$ cat config.mk
export PLATFORM = sky130hd
export DESIGN_NAME = pllClockGen
export DESIGN_NICKNAME = d
export VERILOG_FILES = /design/src/rtl/axiLitePkg.sv /design/src/rtl/clkCfgPkg.sv /design/src/rtl/pllClockGen.sv /design/src/rtl/pllPostScaler.sv /design/src/rtl/pllLockDetect.sv /design/src/rtl/pllRegBank.sv
export SDC_FILE = /design/constraint.sdc
export NUM_CORES = 1
export LEC_CHECK = 0
export BUFFER_PORTS_ARGS = -buffer_cell sky130_fd_sc_hd__clkbuf_2
export CORE_ASPECT_RATIO = 1.2
export CORE_UTILIZATION = 55
export CTS_CLUSTER_SIZE = 20
export DETAILED_ROUTE_END_ITERATION = 16
export PLACE_DENSITY = 0.81
export RECOVER_POWER = 100
export SYNTH_ARGS = -nofsm -noshare
export SYNTH_HDL_FRONTEND = slang
export SYNTH_SLANG_ARGS = --single-unit
$ cat constraint.sdc
create_clock -name CK_XTAL_IN -period 4.28 [get_ports CK_XTAL_IN]
set_input_delay 0.856 -clock CK_XTAL_IN [delete_from_list [all_inputs] [get_ports CK_XTAL_IN]]
set_output_delay 0.856 -clock CK_XTAL_IN [all_outputs]
set_load 0.02 [all_outputs]
$ cat src/rtl/axiLitePkg.sv
// AXI4-Lite package
// Channel structs and response codes for the register port

package axiLitePkg;

  localparam int ADDR_W = 32;
  localparam int DATA_W = 32;
  localparam int STRB_W = DATA_W / 8;

  // --------------------------------------------------
  // Master to slave
  // --------------------------------------------------
  typedef struct packed {
    logic              awvalid; // Write address valid
    logic [ADDR_W-1:0] awaddr;
    logic              wvalid;  // Write data valid
    logic [DATA_W-1:0] wdata;
    logic [STRB_W-1:0] wstrb;   // Byte enables
    logic              bready;
    logic              arvalid; // Read address valid
    logic [ADDR_W-1:0] araddr;
    logic              rready;
  } axiReq_t;

  // --------------------------------------------------
  // Slave to master
  // --------------------------------------------------
  typedef struct packed {
    logic              awready;
    logic              wready;
    logic              bvalid;  // Write response valid
    logic [1:0]        bresp;
    logic              arready;
    logic              rvalid;  // Read data valid
    logic [DATA_W-1:0] rdata;
    logic [1:0]        rresp;
  } axiRsp_t;

  localparam logic [1:0] RESP_OKAY   = 2'b00;
  localparam logic [1:0] RESP_SLVERR = 2'b10;

endpackage

$ cat src/rtl/clkCfgPkg.sv
// Clock configuration package
// Post-scaler and lock settings plus the register map of the PLL clock block

package clkCfgPkg;

  // --------------------------------------------------
  // Per-channel post-scaler setting
  // --------------------------------------------------
  typedef struct packed {
    logic       enable; // Channel running
    logic       bypass; // Output follows CK_AUX_IN
    logic [1:0] l1;     // L1 exponent, divide by 1, 2, 4 or 8
    logic [7:0] l2;     // L2 half-period count, 0 acts as 1
  } postScaleCfg_t;

  // Lock detector setting
  typedef struct packed {
    logic [15:0] lockCount; // Reference cycles until lock
  } lockCfg_t;

  // --------------------------------------------------
  // Register offsets
  // --------------------------------------------------
  localparam logic [7:0] REG_CTRL   = 8'h00; // Enables and bypasses
  localparam logic [7:0] REG_DIV0   = 8'h04; // Channel 0 dividers
  localparam logic [7:0] REG_DIV1   = 8'h08; // Channel 1 dividers
  localparam logic [7:0] REG_LOCK   = 8'h0C; // Lock count
  localparam logic [7:0] REG_STATUS = 8'h10; // Read-only, bit 0 is LOCKED

  // Bit positions inside REG_CTRL
  localparam int CTRL_PS0_EN  = 0;
  localparam int CTRL_PS0_BYP = 1;
  localparam int CTRL_PS1_EN  = 2;
  localparam int CTRL_PS1_BYP = 3;

  // Field positions inside REG_DIV0 and REG_DIV1
  localparam int DIV_L2_LSB = 0; // Bits 7:0
  localparam int DIV_L1_LSB = 8; // Bits 9:8

endpackage
$ cat src/rtl/pllClockGen.sv
// PLL clock generator top
// Register bank, lock detector and two post-scaler outputs off the reference clock

`timescale 1ns/100ps

module pllClockGen #(
  parameter int AddrW    = 5,  // Register address bits
  parameter int LockCntW = 12  // Lock counter width
) (
  input  logic                CK_XTAL_IN,  // Reference clock
  input  logic                CK_AUX_IN,   // Bypass clock
  input  logic                RST_N,
  input  axiLitePkg::axiReq_t axiReq,
  output axiLitePkg::axiRsp_t axiRsp,
  output logic                LOCKED,
  output logic                CK_PLL_OUT0,
  output logic                CK_PLL_OUT1
);

  clkCfgPkg::postScaleCfg_t ps0Cfg;   // Channel 0 setting
  clkCfgPkg::postScaleCfg_t ps1Cfg;   // Channel 1 setting
  clkCfgPkg::lockCfg_t      lockCfg;
  logic                     cfgWrite; // Restarts the lock timer

  // --------------------------------------------------
  // Configuration and lock
  // --------------------------------------------------
  pllRegBank #(.AddrW(AddrW)) regBank (
    .CK_XTAL_IN (CK_XTAL_IN),
    .RST_N      (RST_N),
    .axiReq     (axiReq),
    .axiRsp     (axiRsp),
    .locked     (LOCKED),   // Shown in REG_STATUS
    .ps0Cfg     (ps0Cfg),
    .ps1Cfg     (ps1Cfg),
    .lockCfg    (lockCfg),
    .cfgWrite   (cfgWrite)
  );

  pllLockDetect #(.LockCntW(LockCntW)) lockDetect (
    .CK_XTAL_IN (CK_XTAL_IN),
    .RST_N      (RST_N),
    .lockCfg    (lockCfg),
    .cfgWrite   (cfgWrite),
    .locked     (LOCKED)
  );

  // --------------------------------------------------
  // Output channels
  // --------------------------------------------------
  pllPostScaler ps0Scaler (
    .CK_XTAL_IN (CK_XTAL_IN),
    .CK_AUX_IN  (CK_AUX_IN),
    .RST_N      (RST_N),
    .cfg        (ps0Cfg),
    .ckOut      (CK_PLL_OUT0)
  );

  pllPostScaler ps1Scaler (
    .CK_XTAL_IN (CK_XTAL_IN),
    .CK_AUX_IN  (CK_AUX_IN),
    .RST_N      (RST_N),
    .cfg        (ps1Cfg),
    .ckOut      (CK_PLL_OUT1)
  );

endmodule

$ cat src/rtl/pllPostScaler.sv
// PLL post-scaler channel
// L1 power-of-two prescale, L2 toggle divider, enable gating and aux-clock bypass

`timescale 1ns/100ps

module pllPostScaler (
  input  logic                     CK_XTAL_IN, // Stands in for the VCO
  input  logic                     CK_AUX_IN,  // Bypass source
  input  logic                     RST_N,
  input  clkCfgPkg::postScaleCfg_t cfg,
  output logic                     ckOut
);

  logic [2:0] preCnt;   // L1 prescale counter
  logic [2:0] preMask;  // 2^l1 - 1
  logic       preTick;  // One reference cycle every 2^l1
  logic [1:0] actL1;    // Divider values in use
  logic [7:0] actL2;
  logic [7:0] l2Eff;    // l2 with 0 read as 1
  logic [7:0] l2Cnt;
  logic       l2Wrap;   // End of a half period
  logic       clkInt;   // Divided clock

  // --------------------------------------------------
  // Divider chain
  // --------------------------------------------------
  assign preMask = 3'((4'd1 << actL1) - 4'd1);
  assign preTick = (preCnt & preMask) == preMask;
  assign l2Eff   = (actL2 == 8'd0) ? 8'd1 : actL2;
  assign l2Wrap  = preTick && (l2Cnt >= l2Eff - 8'd1); // Also catches a shrunk l2

  always_ff @(posedge CK_XTAL_IN or negedge RST_N) begin
    if (!RST_N) begin
      preCnt <= 3'd0;
      l2Cnt  <= 8'd0;
      clkInt <= 1'b0;
      actL1  <= 2'd0;
      actL2  <= 8'd0;
    end else if (!cfg.enable) begin
      preCnt <= 3'd0;        // Restart cleanly on enable
      l2Cnt  <= 8'd0;
      actL1  <= cfg.l1;      // Track settings while idle
      actL2  <= cfg.l2;
    end else begin
      preCnt <= preCnt + 3'd1;
      if (l2Wrap) begin
        l2Cnt  <= 8'd0;
        clkInt <= ~clkInt;
        actL1  <= cfg.l1;    // New dividers only at a wrap
        actL2  <= cfg.l2;
      end else if (preTick) begin
        l2Cnt  <= l2Cnt + 8'd1;
      end
    end
  end

  // --------------------------------------------------
  // Output select
  // --------------------------------------------------
  assign ckOut = cfg.bypass ? CK_AUX_IN : (cfg.enable & clkInt); // Off means low

  // Divided clock is frozen while the channel is off
  assert property (@(posedge CK_XTAL_IN) disable iff (!RST_N)
    !cfg.enable |=> $stable(clkInt))
    else $error("divided clock moved while disabled");

endmodule

$ cat src/rtl/pllLockDetect.sv
// PLL lock detector
// Drops lock on every configuration write and reasserts it after a programmed delay

`timescale 1ns/100ps

module pllLockDetect #(
  parameter int LockCntW = 12 // Counter width, up to 16
) (
  input  logic                CK_XTAL_IN,
  input  logic                RST_N,
  input  clkCfgPkg::lockCfg_t lockCfg,
  input  logic                cfgWrite, // Restart strobe
  output logic                locked
);

  logic [LockCntW-1:0] lockCnt;  // Cycles left before lock
  logic [LockCntW-1:0] loadVal;

  // A zero count still waits one cycle, so lock comes two cycles later
  assign loadVal = (lockCfg.lockCount[LockCntW-1:0] == '0) ? LockCntW'(1)
                                                            : lockCfg.lockCount[LockCntW-1:0];

  // --------------------------------------------------
  // Down-counter
  // --------------------------------------------------
  always_ff @(posedge CK_XTAL_IN or negedge RST_N) begin
    if (!RST_N) begin
      lockCnt <= LockCntW'(1); // Reset release counts as a write of zero
      locked  <= 1'b0;
    end else if (cfgWrite) begin
      lockCnt <= loadVal;      // Restart on any new setting
      locked  <= 1'b0;
    end else if (lockCnt != '0) begin
      lockCnt <= lockCnt - LockCntW'(1);
    end else begin
      locked  <= 1'b1;         // Expired
    end
  end

  // Lock only rises from an idle counter with no restart pending
  assert property (@(posedge CK_XTAL_IN) disable iff (!RST_N)
    $rose(locked) |-> $past(lockCnt) == '0 && !$past(cfgWrite))
    else $error("lock rose while counting");

  // A configuration write always clears lock on the next edge
  assert property (@(posedge CK_XTAL_IN) disable iff (!RST_N)
    cfgWrite |=> !locked)
    else $error("lock held across a config write");

endmodule

$ cat src/rtl/pllRegBank.sv
// PLL register bank
// AXI4-Lite slave for the post-scaler and lock settings, with live lock status

`timescale 1ns/100ps

module pllRegBank #(
  parameter int AddrW = 5 // Decoded address bits
) (
  input  logic                     CK_XTAL_IN,
  input  logic                     RST_N,
  input  axiLitePkg::axiReq_t      axiReq,
  output axiLitePkg::axiRsp_t      axiRsp,
  input  logic                     locked,   // Live lock status
  output clkCfgPkg::postScaleCfg_t ps0Cfg,
  output clkCfgPkg::postScaleCfg_t ps1Cfg,
  output clkCfgPkg::lockCfg_t      lockCfg,
  output logic                     cfgWrite  // One cycle after a good write
);

  typedef enum logic [2:0] {
    SEL_CTRL, SEL_DIV0, SEL_DIV1, SEL_LOCK, SEL_STATUS, SEL_NONE
  } regSel_t;

  logic        bValid;
  logic        rValid;
  logic [1:0]  bResp;
  logic [1:0]  rResp;
  logic [31:0] rData;
  logic        wrAccept;  // AW and W taken together
  logic        rdAccept;
  logic        wrOk;      // Target is writable
  regSel_t     wrSel;
  regSel_t     rdSel;
  logic [31:0] wrMerged;  // Current word with strobed bytes replaced

  // --------------------------------------------------
  // Address decode and register view
  // --------------------------------------------------
  function automatic regSel_t decodeAddr(input logic [31:0] addr);
    regSel_t sel;
    sel = SEL_NONE;
    if ((addr >> AddrW) == 32'd0) begin // Nothing above the decoded bits
      case (addr[AddrW-1:0])
        AddrW'(clkCfgPkg::REG_CTRL):   sel = SEL_CTRL;
        AddrW'(clkCfgPkg::REG_DIV0):   sel = SEL_DIV0;
        AddrW'(clkCfgPkg::REG_DIV1):   sel = SEL_DIV1;
        AddrW'(clkCfgPkg::REG_LOCK):   sel = SEL_LOCK;
        AddrW'(clkCfgPkg::REG_STATUS): sel = SEL_STATUS;
        default:                       sel = SEL_NONE;
      endcase
    end
    return sel;
  endfunction

  function automatic logic [31:0] divWord(input clkCfgPkg::postScaleCfg_t cfg);
    logic [31:0] word;
    word = 32'd0;
    word[clkCfgPkg::DIV_L2_LSB +: 8] = cfg.l2;
    word[clkCfgPkg::DIV_L1_LSB +: 2] = cfg.l1;
    return word;
  endfunction

  function automatic logic [31:0] regWord(input regSel_t sel);
    logic [31:0] word;
    word = 32'd0;
    case (sel)
      SEL_CTRL: begin
        word[clkCfgPkg::CTRL_PS0_EN]  = ps0Cfg.enable;
        word[clkCfgPkg::CTRL_PS0_BYP] = ps0Cfg.bypass;
        word[clkCfgPkg::CTRL_PS1_EN]  = ps1Cfg.enable;
        word[clkCfgPkg::CTRL_PS1_BYP] = ps1Cfg.bypass;
      end
      SEL_DIV0:   word = divWord(ps0Cfg);
      SEL_DIV1:   word = divWord(ps1Cfg);
      SEL_LOCK:   word[15:0] = lockCfg.lockCount;
      SEL_STATUS: word[0] = locked;
      default:    word = 32'd0;
    endcase
    return word;
  endfunction

  assign wrSel    = decodeAddr(axiReq.awaddr);
  assign rdSel    = decodeAddr(axiReq.araddr);
  assign wrOk     = (wrSel != SEL_NONE) && (wrSel != SEL_STATUS);
  assign wrAccept = axiReq.awvalid && axiReq.wvalid && !bValid && !rValid;
  assign rdAccept = axiReq.arvalid && !bValid && !rValid && !wrAccept; // Write wins a tie

  always_comb begin
    wrMerged = regWord(wrSel);
    for (int i = 0; i < 4; i++) begin
      if (axiReq.wstrb[i]) wrMerged[8*i +: 8] = axiReq.wdata[8*i +: 8];
    end
  end

  // --------------------------------------------------
  // Control state and configuration registers
  // --------------------------------------------------
  always_ff @(posedge CK_XTAL_IN or negedge RST_N) begin
    if (!RST_N) begin
      bValid   <= 1'b0;
      rValid   <= 1'b0;
      cfgWrite <= 1'b0;
      ps0Cfg   <= '0;  // Both channels off
      ps1Cfg   <= '0;
      lockCfg  <= '0;
    end else begin
      cfgWrite <= wrAccept && wrOk; // Lands in the cycle after the handshake
      if (wrAccept) begin
        bValid <= 1'b1;
        case (wrSel)
          SEL_CTRL: begin
            ps0Cfg.enable <= wrMerged[clkCfgPkg::CTRL_PS0_EN];
            ps0Cfg.bypass <= wrMerged[clkCfgPkg::CTRL_PS0_BYP];
            ps1Cfg.enable <= wrMerged[clkCfgPkg::CTRL_PS1_EN];
            ps1Cfg.bypass <= wrMerged[clkCfgPkg::CTRL_PS1_BYP];
          end
          SEL_DIV0: begin
            ps0Cfg.l2 <= wrMerged[clkCfgPkg::DIV_L2_LSB +: 8];
            ps0Cfg.l1 <= wrMerged[clkCfgPkg::DIV_L1_LSB +: 2];
          end
          SEL_DIV1: begin
            ps1Cfg.l2 <= wrMerged[clkCfgPkg::DIV_L2_LSB +: 8];
            ps1Cfg.l1 <= wrMerged[clkCfgPkg::DIV_L1_LSB +: 2];
          end
          SEL_LOCK: lockCfg.lockCount <= wrMerged[15:0];
          default: ; // Status and holes are not written
        endcase
      end else if (bValid && axiReq.bready) begin
        bValid <= 1'b0;
      end
      if (rdAccept) begin
        rValid <= 1'b1;
      end else if (rValid && axiReq.rready) begin
        rValid <= 1'b0;
      end
    end
  end

  // Response payload, only meaningful under bvalid or rvalid
  always_ff @(posedge CK_XTAL_IN) begin
    if (wrAccept) bResp <= wrOk ? axiLitePkg::RESP_OKAY : axiLitePkg::RESP_SLVERR;
    if (rdAccept) begin
      rData <= regWord(rdSel); // Holes read as zero
      rResp <= (rdSel == SEL_NONE) ? axiLitePkg::RESP_SLVERR : axiLitePkg::RESP_OKAY;
    end
  end

  assign axiRsp.awready = wrAccept;
  assign axiRsp.wready  = wrAccept;
  assign axiRsp.bvalid  = bValid;
  assign axiRsp.bresp   = bResp;
  assign axiRsp.arready = rdAccept;
  assign axiRsp.rvalid  = rValid;
  assign axiRsp.rdata   = rData;
  assign axiRsp.rresp   = rResp;

  // Accepted write is answered next edge on B alone
  assert property (@(posedge CK_XTAL_IN) disable iff (!RST_N)
    axiRsp.awready |=> axiRsp.bvalid && !axiRsp.rvalid)
    else $error("write accept not answered alone on B");

  // Accepted read is answered next edge on R alone
  assert property (@(posedge CK_XTAL_IN) disable iff (!RST_N)
    axiRsp.arready |=> axiRsp.rvalid && !axiRsp.bvalid)
    else $error("read accept not answered alone on R");

  // A stalled write response keeps its code
  assert property (@(posedge CK_XTAL_IN) disable iff (!RST_N)
    axiRsp.bvalid && !axiReq.bready |=> axiRsp.bvalid && $stable(axiRsp.bresp))
    else $error("bresp changed under stall");

endmodule

[After elaboration in Yosys (flattened, before gate mapping)]
Cells that the tools add are included.
Cells by class
  $add $sub $neg: 9
  order comparisons: 2
  equality and inequality tests: 26
  shifts and indexed selects: 2
  muxes and demuxes: 43
  bitwise logic cells: 6
  reductions and logical operators: 35
Operators with widths (number)
  8-bit two-way mux: 14
  12-bit case mux with 3 select lines: 2
  32-bit zero test: 2
  12-bit two-way mux: 3
  3-bit case mux with 5 select lines: 2
  5-bit by 4-bit equality test with 1-bit output, second input constant: 4
  8-bit by 1-bit adder with 8-bit output, second input constant: 2
  8-bit greater-or-equal comparator: 2
  8-bit zero test: 2
  8-bit by 1-bit subtractor with 8-bit output, second input constant: 2
  3-bit by 2-bit equality test with 1-bit output, second input constant: 4
  1-bit logical AND: 12
  12-bit zero test: 1
  2-bit two-way mux: 6
  3-bit two-way mux: 4
  3-bit case mux with 4 select lines: 1
  2-bit AND reduction: 6
  12-bit nonzero test: 1
  12-bit by 1-bit subtractor with 12-bit output, second input constant: 1
  5-bit by 3-bit equality test with 1-bit output, second input constant: 2
  5-bit equality test, second input constant: 2
  5-bit zero test: 2
  3-bit case mux with 3 select lines: 1
  1-bit two-way mux: 8
  other kinds (19): 37
Storage, ports and cells
  register bits after elaboration: 120
  input port bits: 108
  output and inout bits: 44
  logic and storage cells: 151

[Logic depth before layout (Yosys ltp)]
Gate-level depths: netlist of run 1.
  depth after elaboration: 7
  mapped depth: 13
  gate-level depth less buffers: 12

[By module]
A second synthesis of run 1 with hierarchy kept.
Unflattened totals
  cell total of the unflattened synthesis: 672
  area, all modules: 7009.2 sq um
Modules (own cells, without submodules)
  pllRegBank: times used 1, cells an instance 346, area each 3539.6 sq um
  pllPostScaler (ps0Scaler): times used 1, cells an instance 123, area each 1351.3 sq um
  pllPostScaler (ps1Scaler): times used 1, cells an instance 123, area each 1343.8 sq um
  pllLockDetect: times used 1, cells an instance 80, area each 774.5 sq um

[Worst setup path after synthesis of run 1]
Ideal clock, no wire load.
  path type: flip-flop to flip-flop
  start point: register ps0Scaler.actL2[3]
  end point: register ps0Scaler.actL1[1]
  library setup time: 0.125 ns
  arrival time: 2.971 ns
  required time: 4.155 ns
  path slack: 1.184 ns
  stages on the path, launching flop included: 13
  cells stage by stage: dfrtp_1 nor4_1 a31oi_1 ha_1 nand2_1 xor2_1 ha_1 and4_1 a2111oi_0 o21a_1 o21ai_2 buf_2 mux2_2
Between the ends
  longest elaborated chain between the ends: 6
RTL lines
  from (decl): RTL line pllPostScaler.sv:18  | logic [7:0] actL2;
  from (signal assigned): RTL line pllPostScaler.sv:43  | actL2 <= cfg.l2;
  from (signal assigned): RTL line pllPostScaler.sv:50  | actL2 <= cfg.l2;
  8-bit zero test: RTL line pllPostScaler.sv:29  | assign l2Eff = (actL2 == 8'd0) ? 8'd1 : actL2;
  8-bit two-way mux (*): RTL line pllPostScaler.sv:29
  8-bit by 1-bit subtractor with 8-bit output (*): RTL line pllPostScaler.sv:30  | assign l2Wrap = preTick && (l2Cnt >= l2Eff - 8'd1);
  8-bit greater-or-equal comparator (*): RTL line pllPostScaler.sv:30
  1-bit logical AND (*): RTL line pllPostScaler.sv:30
  2-bit by 1-bit inequality test with 1-bit output (no source line) (*)
  to (signal assigned): RTL line pllPostScaler.sv:42  | actL1 <= cfg.l1;
  to (signal assigned): RTL line pllPostScaler.sv:49  | actL1 <= cfg.l1;
  to (decl): RTL line pllPostScaler.sv:17  | logic [1:0] actL1;
Mark *: on every way between the ends. The rest lies on a longest branch, timed or not.
A chain may end at the register's enable or synchronous reset.

[Worst setup path in the final report of run 1]
  start point: input axiReq[73] (netlist name)
  end point: register regBank.ps1Cfg[2] (netlist name)
Between the ends
  longest elaborated chain between the ends: 6
RTL lines
  from (decl): RTL line pllClockGen.sv:13  | input axiLitePkg::axiReq_t axiReq,
  5-bit equality test (tied with other cells): RTL line pllRegBank.sv:43  | case (addr[AddrW-1:0])
  3-bit case mux with 5 select lines (*): RTL line pllRegBank.sv:43
  3-bit two-way mux (*): RTL line pllRegBank.sv:42  | if ((addr >> AddrW) == 32'd0) begin
  3-bit by 2-bit equality test with 1-bit output (tied with other cells): RTL line pllRegBank.sv:66  | case (sel)
  3-bit case mux with 3 select lines: RTL line pllRegBank.sv:66
  8-bit two-way mux: RTL line pllRegBank.sv:91  | if (axiReq.wstrb[i]) wrMerged[8*i +: 8] = axiReq.wdata[8*i +: 8];
Marks and branches as above.

==> results of run 1 <==
worst min path at each step:
stage	cells past startpoint	slack, ns	end
2_1_floorplan	1	0.43	ps1Scaler.preCnt[0]
3_3_place_gp	1	0.44	ps1Scaler.preCnt[0]
3_5_place_dp	1	0.46	ps1Scaler.preCnt[0]
4_1_cts	1	0.46	ps1Scaler.preCnt[0]
5_1_grt	1	0.49	ps1Scaler.preCnt[0]
6_report	1	0.46	ps1Scaler.preCnt[0]
cell families (layout without fill, tap and decap cells):
kind of cell	after synthesis	after routing	share of synthesized area, %
buffers and inverters	61	168	5.14
and+or+nand+nor	227	227	18.7
xor gates and xnor gates	31	31	4.13
other	1	18	0.0570
adders and majority gates	23	23	4.38
AOI/OAI and AO/OA	104	104	10.9
DFF	118	118	46.3
muxes	62	62	10.5
where the power goes:
group / internal [mW] / switching, mW
clock network: 0.900 / 0.490
logic: 0.252 / 0.387
registers: 1.21 / 0.0258
total: 2.36 / 0.903
cell usage in the layout, fill, tap and decap left out, types with 5 or more instances in the layout:
cell	instances
clkinv_2	5
mux2_1	6
xor2_1	16
and2_0	9
mux2_2	49
nor2_1	50
dfrtp_1	99
nand3_1	11
a21o_1	7
ha_1	23
o21ai_1	5
nor3b_1	8
nand4_1	7
inv_1	17
clkbuf_16	18
clkbuf_1	35
nor4_1	26
a22o_1	6
mux2i_1	7
nand2_1	66
xnor2_1	15
clkbuf_2	88
o21ai_0	28
edfxtp_1	18
a21oi_1	22
nor3_1	17
conb_1	18
final cells by class:
type | count | area [um2]
Inverter | 17 | 63.8
Clock buffer | 23 | 479
Sequential cell | 118 | 3040
Timing Repair Buffer | 119 | 557
Clock inverter | 9 | 100
Tap cell | 157 | 196
Fill cell | 900 | 3990
Multi-Input combinational cell | 465 | 3200
metrics by stage:
| stage | hold WS, ns | total power, mW | util (%) | setup WS [ns] | instances |
|---|---|---|---|---|---|
| final | 0.464 | 3.26 | 65.7 | 0.354 | 908 |
| after global routing | 0.485 | 3.39 | 65.7 | 0.113 | 908 |
| after CTS | 0.464 | 3.29 | 66.7 | 0.515 | 908 |
| after detailed placement | 0.459 | 1.90 | 61.7 | 0.538 | 876 |
| after global placement | 0.441 | 1.87 | 61.7 | 0.647 | 876 |
| after floorplan | 0.425 | 1.74 | - | 1.18 | 644 |
synthesized netlist by cell type (2+ instances only):
cell type	count	share of area, %
or3_1	3	0.29
edfxtp_1	18	8.2
nand3_1	11	0.84
inv_1	17	0.97
a221o_1	3	0.46
a2111oi_0	4	0.53
nor2_1	50	2.9
and4_1	2	0.27
o21ai_0	18	1.4
nor3b_1	7	0.80
a22oi_1	4	0.46
mux2_2	51	8.7
nand2b_1	3	0.29
a31oi_1	2	0.19
a2bb2oi_1	2	0.27
a211oi_1	2	0.23
mux2i_1	7	1.1
nor2b_1	4	0.38
nand2_1	66	3.8
dfrtp_1	99	38
o221ai_1	2	0.27
and3_1	2	0.19
ha_1	23	4.4
a22o_1	6	0.80
buf_4	25	2.9
xor2_1	16	2.1
and2_1	12	1.1
nand4_1	7	0.67
a21oi_1	22	1.7
a32oi_1	2	0.27
nor2_2	2	0.19
mux2_1	4	0.68
nor4_2	5	0.95
xnor2_1	15	2.0
nor3_1	15	1.1
nor4_4	2	0.65
nor4_1	24	2.3
o21ai_1	15	1.1
buf_2	6	0.46
a21o_1	7	0.80
clkbuf_1	11	0.63
routing by layer:
layer | share of wire, % | vias to the layer above
met5 | 0 | -
met4 | 3.5 | 0
met3 | 5.7 | 36
met2 | 51 | 182
met1 | 40 | 2574
li1 | - | 2456
state kept, by name, indices dropped and copies added, names as in the netlist, 2 cells and up:
name,count
regBank.lockCfg,16
regBank.rData,16
lockDetect.lockCnt,12
regBank.ps0Cfg,12
regBank.ps1Cfg,12
ps0Scaler.actL2,8
ps0Scaler.l2Cnt,8
ps1Scaler.actL2,8
ps1Scaler.l2Cnt,8
ps0Scaler.preCnt,3
ps1Scaler.preCnt,3
ps0Scaler.actL1,2
ps1Scaler.actL1,2
worst max-delay path, cell delays in order:
cell	delay [ns]
clkbuf_1	0.15
nor4_1	1.92
o221ai_1	0.48
mux2i_1	0.30
o21ai_0	0.19
mux2_2	0.32
==> summary.md, run 1 <==
The first global-routing pass estimated 25.9 mm of wire. Setup repair after global routing left no endpoint under its margin. In this run the worst path has a maximum fanout of 13.

The tools report the total number of yosys warnings as 0. The areal power density over the cells is 427 nW/um2, and the share of the clock period used by the worst path is 91.7%. Endpoint of the worst setup timing path: regBank.ps1Cfg[2]. The worst register-to-register path ends at ps1Scaler.actL2[3]. For the static leakage, the log shows 3.50 nW.

The tools report the post-cts gate resize count as 0. Critical setup path kind: in2reg. In the synthesized netlist the dominant register cell turns out to be dfrtp_1. The floorplan step set the die height to 122 um. The logs give 5278 for the number of global-route vias before repair and 0 for the buffers inserted during post-CTS setup optimization. The die outline area is 12400 um2, and the final critical path time including I/O delays and setup is 3.93 ns.

The detail route stage leaves a number of antenna-violating nets equal to 0. The mapped cell area is 6580 um2. The final route contains 5248 vias. After routing the design area is 7640 um2.

The count of buffers added on input and output ports is 115. The total grt overflow is 0, and the arrival time at the worst endpoint is 4.22 ns. The tools report the initial antenna violation count as 0. Yosys mapped a number of flops with a built-in enable equal to 18. The normalized max-slew margin was -117%.

Counting the buffers created by CTS gives 17. The worst setup path is launched from a primary input. The critical path required time is 4.58 ns. The floorplan step set the die width to 102 um.

The layout cell share with drive strength beyond 1 is 24.0%. The synthesized design contains 118 register bits. For the deepest clock path buffer count, the log shows 2. The global routing usage on met2 came out at 47.1%. The count of distinct cell types in the synthesized netlist is 72, and the count of TritonRoute iterations in the first routing pass is 5. The area overhead of the layout relative to synthesis was 16.1%. The min-delay analysis places its worst path in the category reg2reg.

Wires add up to 15.8 mm. After clock tree synthesis, the clock-pin slew on the worst setup and hold paths is 0.05 ns. At the end of routability-driven placement, the weighted congestion stood at 0.865. The number of diodes added for antenna fixing came out at 0. In this run the most used layer during global routing was met2. The hold violation count in the final report is 0.

Source of the worst register-to-register timing path: ps1Scaler.actL2[2]. In this run the clock root is driven by a clkbuf_16. For the total number of nets in the final design, the log shows 869. VDD sags by at most 0.000246 V. The number of instances in the synthesized netlist was 627; the share of flip-flops with an asynchronous set or reset after synthesis was 84.7%. For this run, the register share of the synthesized area comes to 46.3%.

Tracing the worst setup path back leads to its startpoint at axiReq[73]. The internal reg-to-reg setup slack is 0.55 ns. The final-layout setup total negative slack is 0 ns, and the post-cts hold buffer count is 0. Based on the critical path, the design can be clocked at up to 255 MHz. For this run, the total global-route usage over all layers was measured as 27.8%. The H-tree generated during clock tree synthesis spans 4 levels. The number of rows in the core area is 43, and the number of design-rule violations left by the first detailed-router iteration is 377.

152 I/O pins were placed. The run gives 2 as the total of max-cap violations. Using the TritonRoute via totals, the vias-per-cell ratio works out to 5.78. The flow ran to the end, but the final reports show violations. The effective utilization at floorplan came out at 56.6%. Counting cells, the worst reg-to-reg path comes to 11.

The post-detailed-route wirelength per cell was 17.4 um. For the pin with the worst max-slew slack, the measured transition is 3.25 ns. The logs give 63 for the largest net degree at the start of global routing and 11.5 mm for the HPWL reported at the end of detailed placement. The region available for standard cell placement spans 11600 um2. The worst setup path is captured at a flop. After detailed routing, the number of remaining DRC violations is 0. In the global route stage, met3 resource usage came out at 6.02%. On the final layout, the worst clock skew is 0.00677 ns. TritonCTS built the clock tree.

The met1 global-route usage came out at 33.0%. The tools report the origin of the worst min-delay path as ps1Scaler.preCnt[0]. The checks that failed: capacitance limit, slew limit. Summing all placed instances gives a cell area of 7170 um2.

A synthesized cell averages 10.5 um2. The source-to-sink clock delay at the later pin of the worst-skew pair was 0.41 ns; the clock sink total was 118. The final setup violation count is 0. The run gives 77 as the number of slew-limit violations in the final report.
(Power assumes the default switching activity.)
==> run 2: changes to the inputs <==
CORE_UTILIZATION = 40   (was 55)
PLACE_DENSITY = unset   (was 0.81)
==> summary.md, run 2 (synthesis results as in run 1) <==
STA classifies the critical path endpoint as a flop. For this design the static power due to leakage is 3.49 nW. The vertical die dimension was 142 um. The die outline width was 119 um.

The run gives 0 as the DRC violations left. The kind of path behind the tightest hold check is reg2reg. Clock-pin slew was measured on the worst setup and hold paths at 0.05 ns. The top cell types in the final layout, fill and taps aside, are 99 x dfrtp_1, 88 x clkbuf_2, 66 x nand2_1. The met1 global-route usage is 23.8%.

Setup violations remaining at the end of the flow were counted as 0. In the finished design, the share of the clock period the worst path needs comes to 92.0%. The run gives 254 MHz as the fmax. Of the total power, the share spent switching nets is 28.4%. OpenSTA, run right after detailed placement, puts the worst setup slack at 0.465 ns. IR analysis of the VDD net gives a maximum drop of 0.000292 V. For the pin with the worst max-slew slack, the measured transition is 3.36 ns. The number of slew-limit violations in the final report was 59. Relative to the synthesized area, the layout overhead comes to 17.1%.

The tools report the clock root buffer master as clkbuf_16. In the final layout, the share of cells above drive strength 1 is 24.5%. The final route contains 5106 vias. Overall power consumption after layout is estimated at 3.22 mW. The worst setup path is launched from a flop. The run finished, with violations left. The post-cts gate resize count came out at 0. After the last flow step, the layout net total stands at 869. The maximum fanout along the worst path works out to 18. In this run, the number of DRC markers left after iteration 0 of detailed routing was 251. For this run, global-route usage on met2 was measured as 34.9%. In this run, CTS created clock tree buffers numbering 17. Total of max-cap violations: 1. In this run the tool buffered the top-level ports with 115 buffer cells. Die outline area: 17000 um2. Entering global routing, the biggest net connects 59 pins. By startpoint and endpoint, the worst setup path is classified as reg2reg.

In the routed layout, each cell is associated on average with a via count of 5.30. Setup repair after global routing left no endpoint under its margin. At the worst endpoint, the arrival time is 4.23 ns. The repair_antennas step left the layout with diodes totalling 0. The run gives 0.340 ns as the post-route worst setup slack. TritonCTS built the clock tree. The number of global-route vias before repair was 5198. Clock latency on the worst-skew pair, taken at its later pin, is 0.41 ns. Fraction of power consumed by the clock network: 41.8%.

The largest registers in the layout are regBank.lockCfg: 16 flops, regBank.rData: 16 flops. The run gives 26.5 mm as the global-route wire length before repair. Number of fill cells in the layout: 1487. The checks that failed: capacitance limit, slew limit. Clock tree synthesis found a total of 118 sinks.

The H-tree was split into 4 levels. Summed over all failing endpoints, the final setup total negative slack is 0 ns. In this run the tightest slew margin relative to its limit is -124%.

The count of TritonRoute iterations in the first routing pass is 5, and the critical path required time is 4.57 ns. The number of rows in the core area is 51, and the final critical path time including I/O delays and setup is 3.94 ns. The library cell used most frequently in the layout, excluding fill and tap cells, is dfrtp_1. Global routing consumed, over all layers together, 20.2% of the routing resources.

The detail route stage leaves a number of antenna-violating nets equal to 0. The combinational share of power is 19.9%, and the placeable core region is 16100 um2. The hold violation count in the final report is 0. The routability-driven placement congestion ratio was 0.860. The peak-usage layer in the global routing report was met2. Once the floorplan was initialized, standard cells occupied 40.7% of the core. Power spread over the standard cell area amounts to 419 nW/um2.

The logs give 0 for the initial antenna violation count and 2.31 mW for the cell-internal power. Detailed placement ended at an HPWL of 11.9 mm. Of the total power, registers draw 38.3%. The post-cts hold buffer count is 0, and the deepest clock path buffer count is 2. Worst setup skew after layout: 0.0109 ns. In this run the power spent charging and discharging nets is 0.915 mW. The post-detailed-route wirelength per cell was 16.8 um; the buffers inserted during post-CTS setup optimization was 0.

For this run, global-route usage on met3 was measured as 4.49%. After global routing the overflow that remains totals 0. During I/O placement, the number of pins put on the boundary was 152. The final layout contains routed wiring with a total length of 16.1 mm.
## run 2: power groups by stage
| stage | registers, mW | clock network, mW | logic (mW) |
|---|---|---|---|
| after floorplan | 1.27 | 0 | 0.468 |
| after global placement | 1.25 | 0 | 0.628 |
| after detailed placement | 1.25 | 0 | 0.650 |
| after CTS | 1.23 | 1.37 | 0.660 |
| after global routing | 1.24 | 1.43 | 0.708 |
| final | 1.23 | 1.35 | 0.641 |
## run 2: layout make-up
type                       instances  area [um2]  share of cell area, %
clock buffer                      18         429                   5.57
clock inverter                    14         136                   1.77
inverter                          17        63.8                  0.828
multi-input combinational        465        3200                   41.6
sequential                       118        3040                   39.5
tap                              212         265                   3.44
timing repair buffer             119         561                   7.28
## run 2: per-stage QoR
step | instances | hold WS, ns | util [%] | cell area (um2)
4_1_cts | 963 | 0.460 | 48.4 | 7810
6_report | 963 | 0.455 | 47.7 | 7700
3_5_place_dp | 931 | 0.457 | 44.9 | 7240
2_1_floorplan | 644 | 0.425 | - | 6640
5_1_grt | 963 | 0.480 | 47.7 | 7700
3_3_place_gp | 931 | 0.444 | 44.9 | 7240
## run 2: metal layers
layer | part of all wire, % | vias to the layer above
met5 | 0 | -
met2 | 50 | 149
li1 | - | 2449
met3 | 4.5 | 32
met4 | 3.3 | 0
met1 | 42 | 2476
## run 2: worst max-delay path, cell delays in order (launching register included)
cell and delay [ns]:
dfrtp_1 0.43, nor4_1 0.48, a31oi_1 0.20, ha_1 0.26, nand2_1 0.09, xor2_1 0.07
ha_1 0.32, and4_1 0.18, a2111oi_0 0.08, o21a_1 0.15, o21ai_1 1.12, mux2_2 0.43
## run 2: worst paths after layout
kind / from / to / slack [ns] / cells after the start
worst min-delay path: ps1Scaler.preCnt[0] / ps1Scaler.preCnt[0] / 0.46 / 1
worst max-delay path: ps0Scaler.actL2[2] / ps0Scaler.actL2[4] / 0.34 / 11
max in group asynchronous: RST_N / regBank.ps0Cfg[3] / 0.76 / 2
worst min register to register: ps1Scaler.preCnt[0] / ps1Scaler.preCnt[0] / 0.46 / 1
worst max register to register: ps0Scaler.actL2[2] / ps0Scaler.actL2[4] / 0.34 / 11
min in group asynchronous: RST_N / regBank.ps1Cfg[4] / 1.58 / 1
==> run 3: changes to the inputs <==
SYNTH_HIERARCHICAL = 1   (was unset)
==> summary.md, run 3 <==
Clock-pin slew was measured on the worst setup and hold paths at 0.05 ns. For the antenna violation net count after detailed routing, the log shows 0. The post-route standard cell area excluding fillers was 8130 um2; the global-route wire length before repair was 29.4 mm. The worst pin sits at a relative slew slack of -59.0%. The final layout contains routed wiring with a total length of 18.4 mm. Setup violations remaining at the end of the flow were counted as 0.

Port buffering added 115 buffers. The total grt overflow is 0. In the final layout, the registers with the most flip-flops are regBank/lockCfg: 16 flops, regBank/rData: 16 flops. The dominant combinational cell family by area after synthesis was simple AND/OR/NAND/NOR gates. The finished layout holds 1011 standard cells, fillers aside.

The HPWL reported at the end of detailed placement was 13.8 mm; the number of design-rule violations left by the first detailed-router iteration was 338. For the worst setup skew after layout, the log shows 0.00622 ns. For this design the top-level I/O count stands at 152. The post-layout total power was 2.83 mW; the hold violation count in the final report was 0. Setup repair after global routing left no endpoint under its margin.

In the post-synthesis netlist, the biggest area contributors are dfrtp_1 35%, edfxtp_1 7.7%, ha_1 4.3%. TritonCTS built the clock tree. The arrival time at the worst endpoint was 4.08 ns. The commonest cells after synthesis are 99 x dfrtp_1, 41 x nand2_1, 41 x nor2_1.

Combinational logic is responsible for 7.3% of the overall power. The checks that failed: capacitance limit, slew limit. Clock tree synthesis found a total of 118 sinks. Dominant cell type by area after synthesis: dfrtp_1. DRC violations left: 0. For met3 alone, demand over resource in global routing was 4.04%. The core utilization of the finished layout was 47.9%; the number of global-route vias before repair was 5546.

The floorplan has 52 rows. In the finished design, the share of the clock period the worst path needs comes to 88.2%. Synthesis produced a netlist whose cell count is 672.

The synthesized-area fraction occupied by ao, oa, aoi and oai cells was 15.8%. The internal portion of the total power is 2.15 mW. The flow ran to the end, but the final reports show violations.

The buffers inserted during post-CTS setup optimization is 0. The min-delay analysis places its worst path in the category reg2reg. The congestion estimate from routability-driven global placement came to 0.875.

For the final routed database, the setup TNS stands at 0 ns. The adder and majority cell fraction of the synthesized area was 4.28%; the cell area reported after detailed placement was 7690 um2. The logs give 21.4% for the global router's overall resource usage and 0.689 ns for the worst-case setup slack after placement.

The floorplan step defined a die boundary enclosing 18100 um2. The synthesized netlist devotes 20.7% of its cell area to simple gates. The worst setup path is captured at a flop. After synthesis the cells add up to 7010 um2.

Hold repair after CTS inserted 0 buffers. Global routing used 34.6% of the available met2 tracks. The total of flip-flops plus latches after synthesis works out to 118. Post-CTS repair changed the size of 0 cells. The area overhead of the layout relative to synthesis was 15.9%. Dividing the detail-routed wire length by the instance count gives 18.2 um. Along the worst path, the maximum fanout reaches 10. The critical path is of the reg2reg type. In the synthesized netlist the async set-or-reset flop fraction comes to 84.7%.

For this run, the detailed router's first-pass iteration total came to 5. STA classifies the critical path startpoint as a flop. 0 antenna diodes ended up in the layout. Number of fill cells in the layout: 1582. In the synthesized netlist, mux cells make up 7.89% of the area.

The H-tree depth came out at 4. The initial antenna violation count was 0. The fraction of power consumed by sequential logic came out at 41.7%. The run gives 3.67 nW as the static leakage.

Entering global routing, the biggest net connects 46 pins. The measured slew at the worst slew-check pin was 2.38 ns. The areal power density over the cells came out at 348 nW/um2. The most frequently used flop master after synthesis is dfrtp_1. Of the cells placed in the final design, the portion with a size suffix greater than 1 is 20.9%.

VDD sags by at most 0.000163 V. The floorplan step defined a core boundary enclosing 17000 um2. The clock passes through at most 2 buffers. The die is 123 um wide. The synthesized netlist devotes 2.62% of its cell area to XOR and XNOR gates. The fraction of power consumed by the clock network came out at 51.1%. Summed over all nets, the switching power comes to 0.676 mW. The net count of the finished layout is 914. The share of Yosys cell area claimed by the top area cell type works out to 35.3%. Leaving out fill and tap cells, the most frequent cell in the layout is dfrtp_1. For this configuration, the core starts out at a cell density of 41.3%. Static timing analysis puts the maximum clock frequency at 265 MHz.

The number of slew-limit violations in the final report came out at 71. Yosys mapped a number of flops with a built-in enable equal to 18. The average instance in the mapped netlist occupies 10.4 um2. Clock root buffer master: clkbuf_16.

The peak-usage layer in the global routing report is met2. The run gives 0.474 ns as the final hold slack. TritonCTS created 17 clock buffers. Global routing consumed, on the met1 layer, 27.4% of the routing resources.

For this block, the via count after detailed routing is 5630. Yosys mapped the design onto 73 distinct sky130hd cell types. For the total of max-cap violations, the log shows 3. Clock latency on the worst-skew pair, taken at its later pin, is 0.42 ns. After detailed routing, the number of vias per cell comes to 5.57. At the worst endpoint, the required time is 4.58 ns. Once routing completed, OpenROAD measured the worst setup slack at 0.504 ns. Of the synthesized area, sequential elements account for 43.4%.

The final critical path time including I/O delays and setup came out at 3.78 ns. Yosys printed 6 warnings. Fraction of power spent switching nets: 23.9%. The vertical die dimension came out at 147 um. Cell with the most instances after synthesis: dfrtp_1. Including well taps, the total number of placed cells is 979. The library cells used most frequently in the layout, excluding fill and tap cells, are 99 x dfrtp_1, 88 x clkbuf_2, 46 x o21ai_0.
run 3: worst paths after layout:
check                                    from            endpoint  slack [ns]  depth (start not counted)
max                        ps1Scaler/actL2[2]  ps1Scaler/actL2[4]        0.50                         12
min                          ps0Scaler/clkInt    ps0Scaler/clkInt        0.47                          1
max reg2reg                ps1Scaler/actL2[2]  ps1Scaler/actL2[4]        0.50                         12
min reg2reg                  ps0Scaler/clkInt    ps0Scaler/clkInt        0.47                          1
max in group asynchronous               RST_N  regBank/lockCfg[3]        1.36                          2
min in group asynchronous               RST_N  ps1Scaler/l2Cnt[3]        1.16                          1
run 3: area by class of cell:
class | count | area (um2) | area share [%]
Tap cell | 216 | 270 | 3.33
Clock buffer | 19 | 443 | 5.45
Timing Repair Buffer | 121 | 572 | 7.04
Inverter | 21 | 78.8 | 0.970
Clock inverter | 13 | 155 | 1.91
Multi-Input combinational cell | 503 | 3560 | 43.8
Sequential cell | 118 | 3040 | 37.5
run 3: metal layers:
metal / vias to the layer above / wire length, um
met1: 2750 / 7630
met3: 43 / 850
met5: - / 0
met2: 175 / 9240
li1: 2662 / -
met4: 0 / 642
run 3: power groups by stage:
stage          Sequential, mW  Clock (mW)  Combinational (mW)
2_1_floorplan            1.22           0               0.104
3_3_place_gp             1.20           0               0.217
3_5_place_dp             1.20           0               0.219
4_1_cts                  1.18        1.47               0.220
5_1_grt                  1.18        1.52               0.224
6_report                 1.18        1.45               0.205
run 3: cell families (layout without fill, tap and decap cells):
group | Yosys count | count (layout)
muxes | 45 | 45
buffers and inverters | 68 | 174
AOI/OAI and AO/OA | 154 | 154
xor gates and xnor gates | 21 | 21
DFF | 118 | 118
other | 1 | 18
and+or+nand+nor | 241 | 241
adders and majority gates | 24 | 24
run 3: critical path, stage by stage (launching register included):
cell and delay, ns:
dfrtp_1 0.43, or4_1 0.58, nor3_1 0.27, a21oi_1 0.18, ha_1 0.26, inv_1 0.07
nor2_1 0.05, xnor2_1 0.12, ha_1 0.29, nand4_1 0.16, o311ai_4 0.47, nand2_1 0.38
mux2_2 0.39
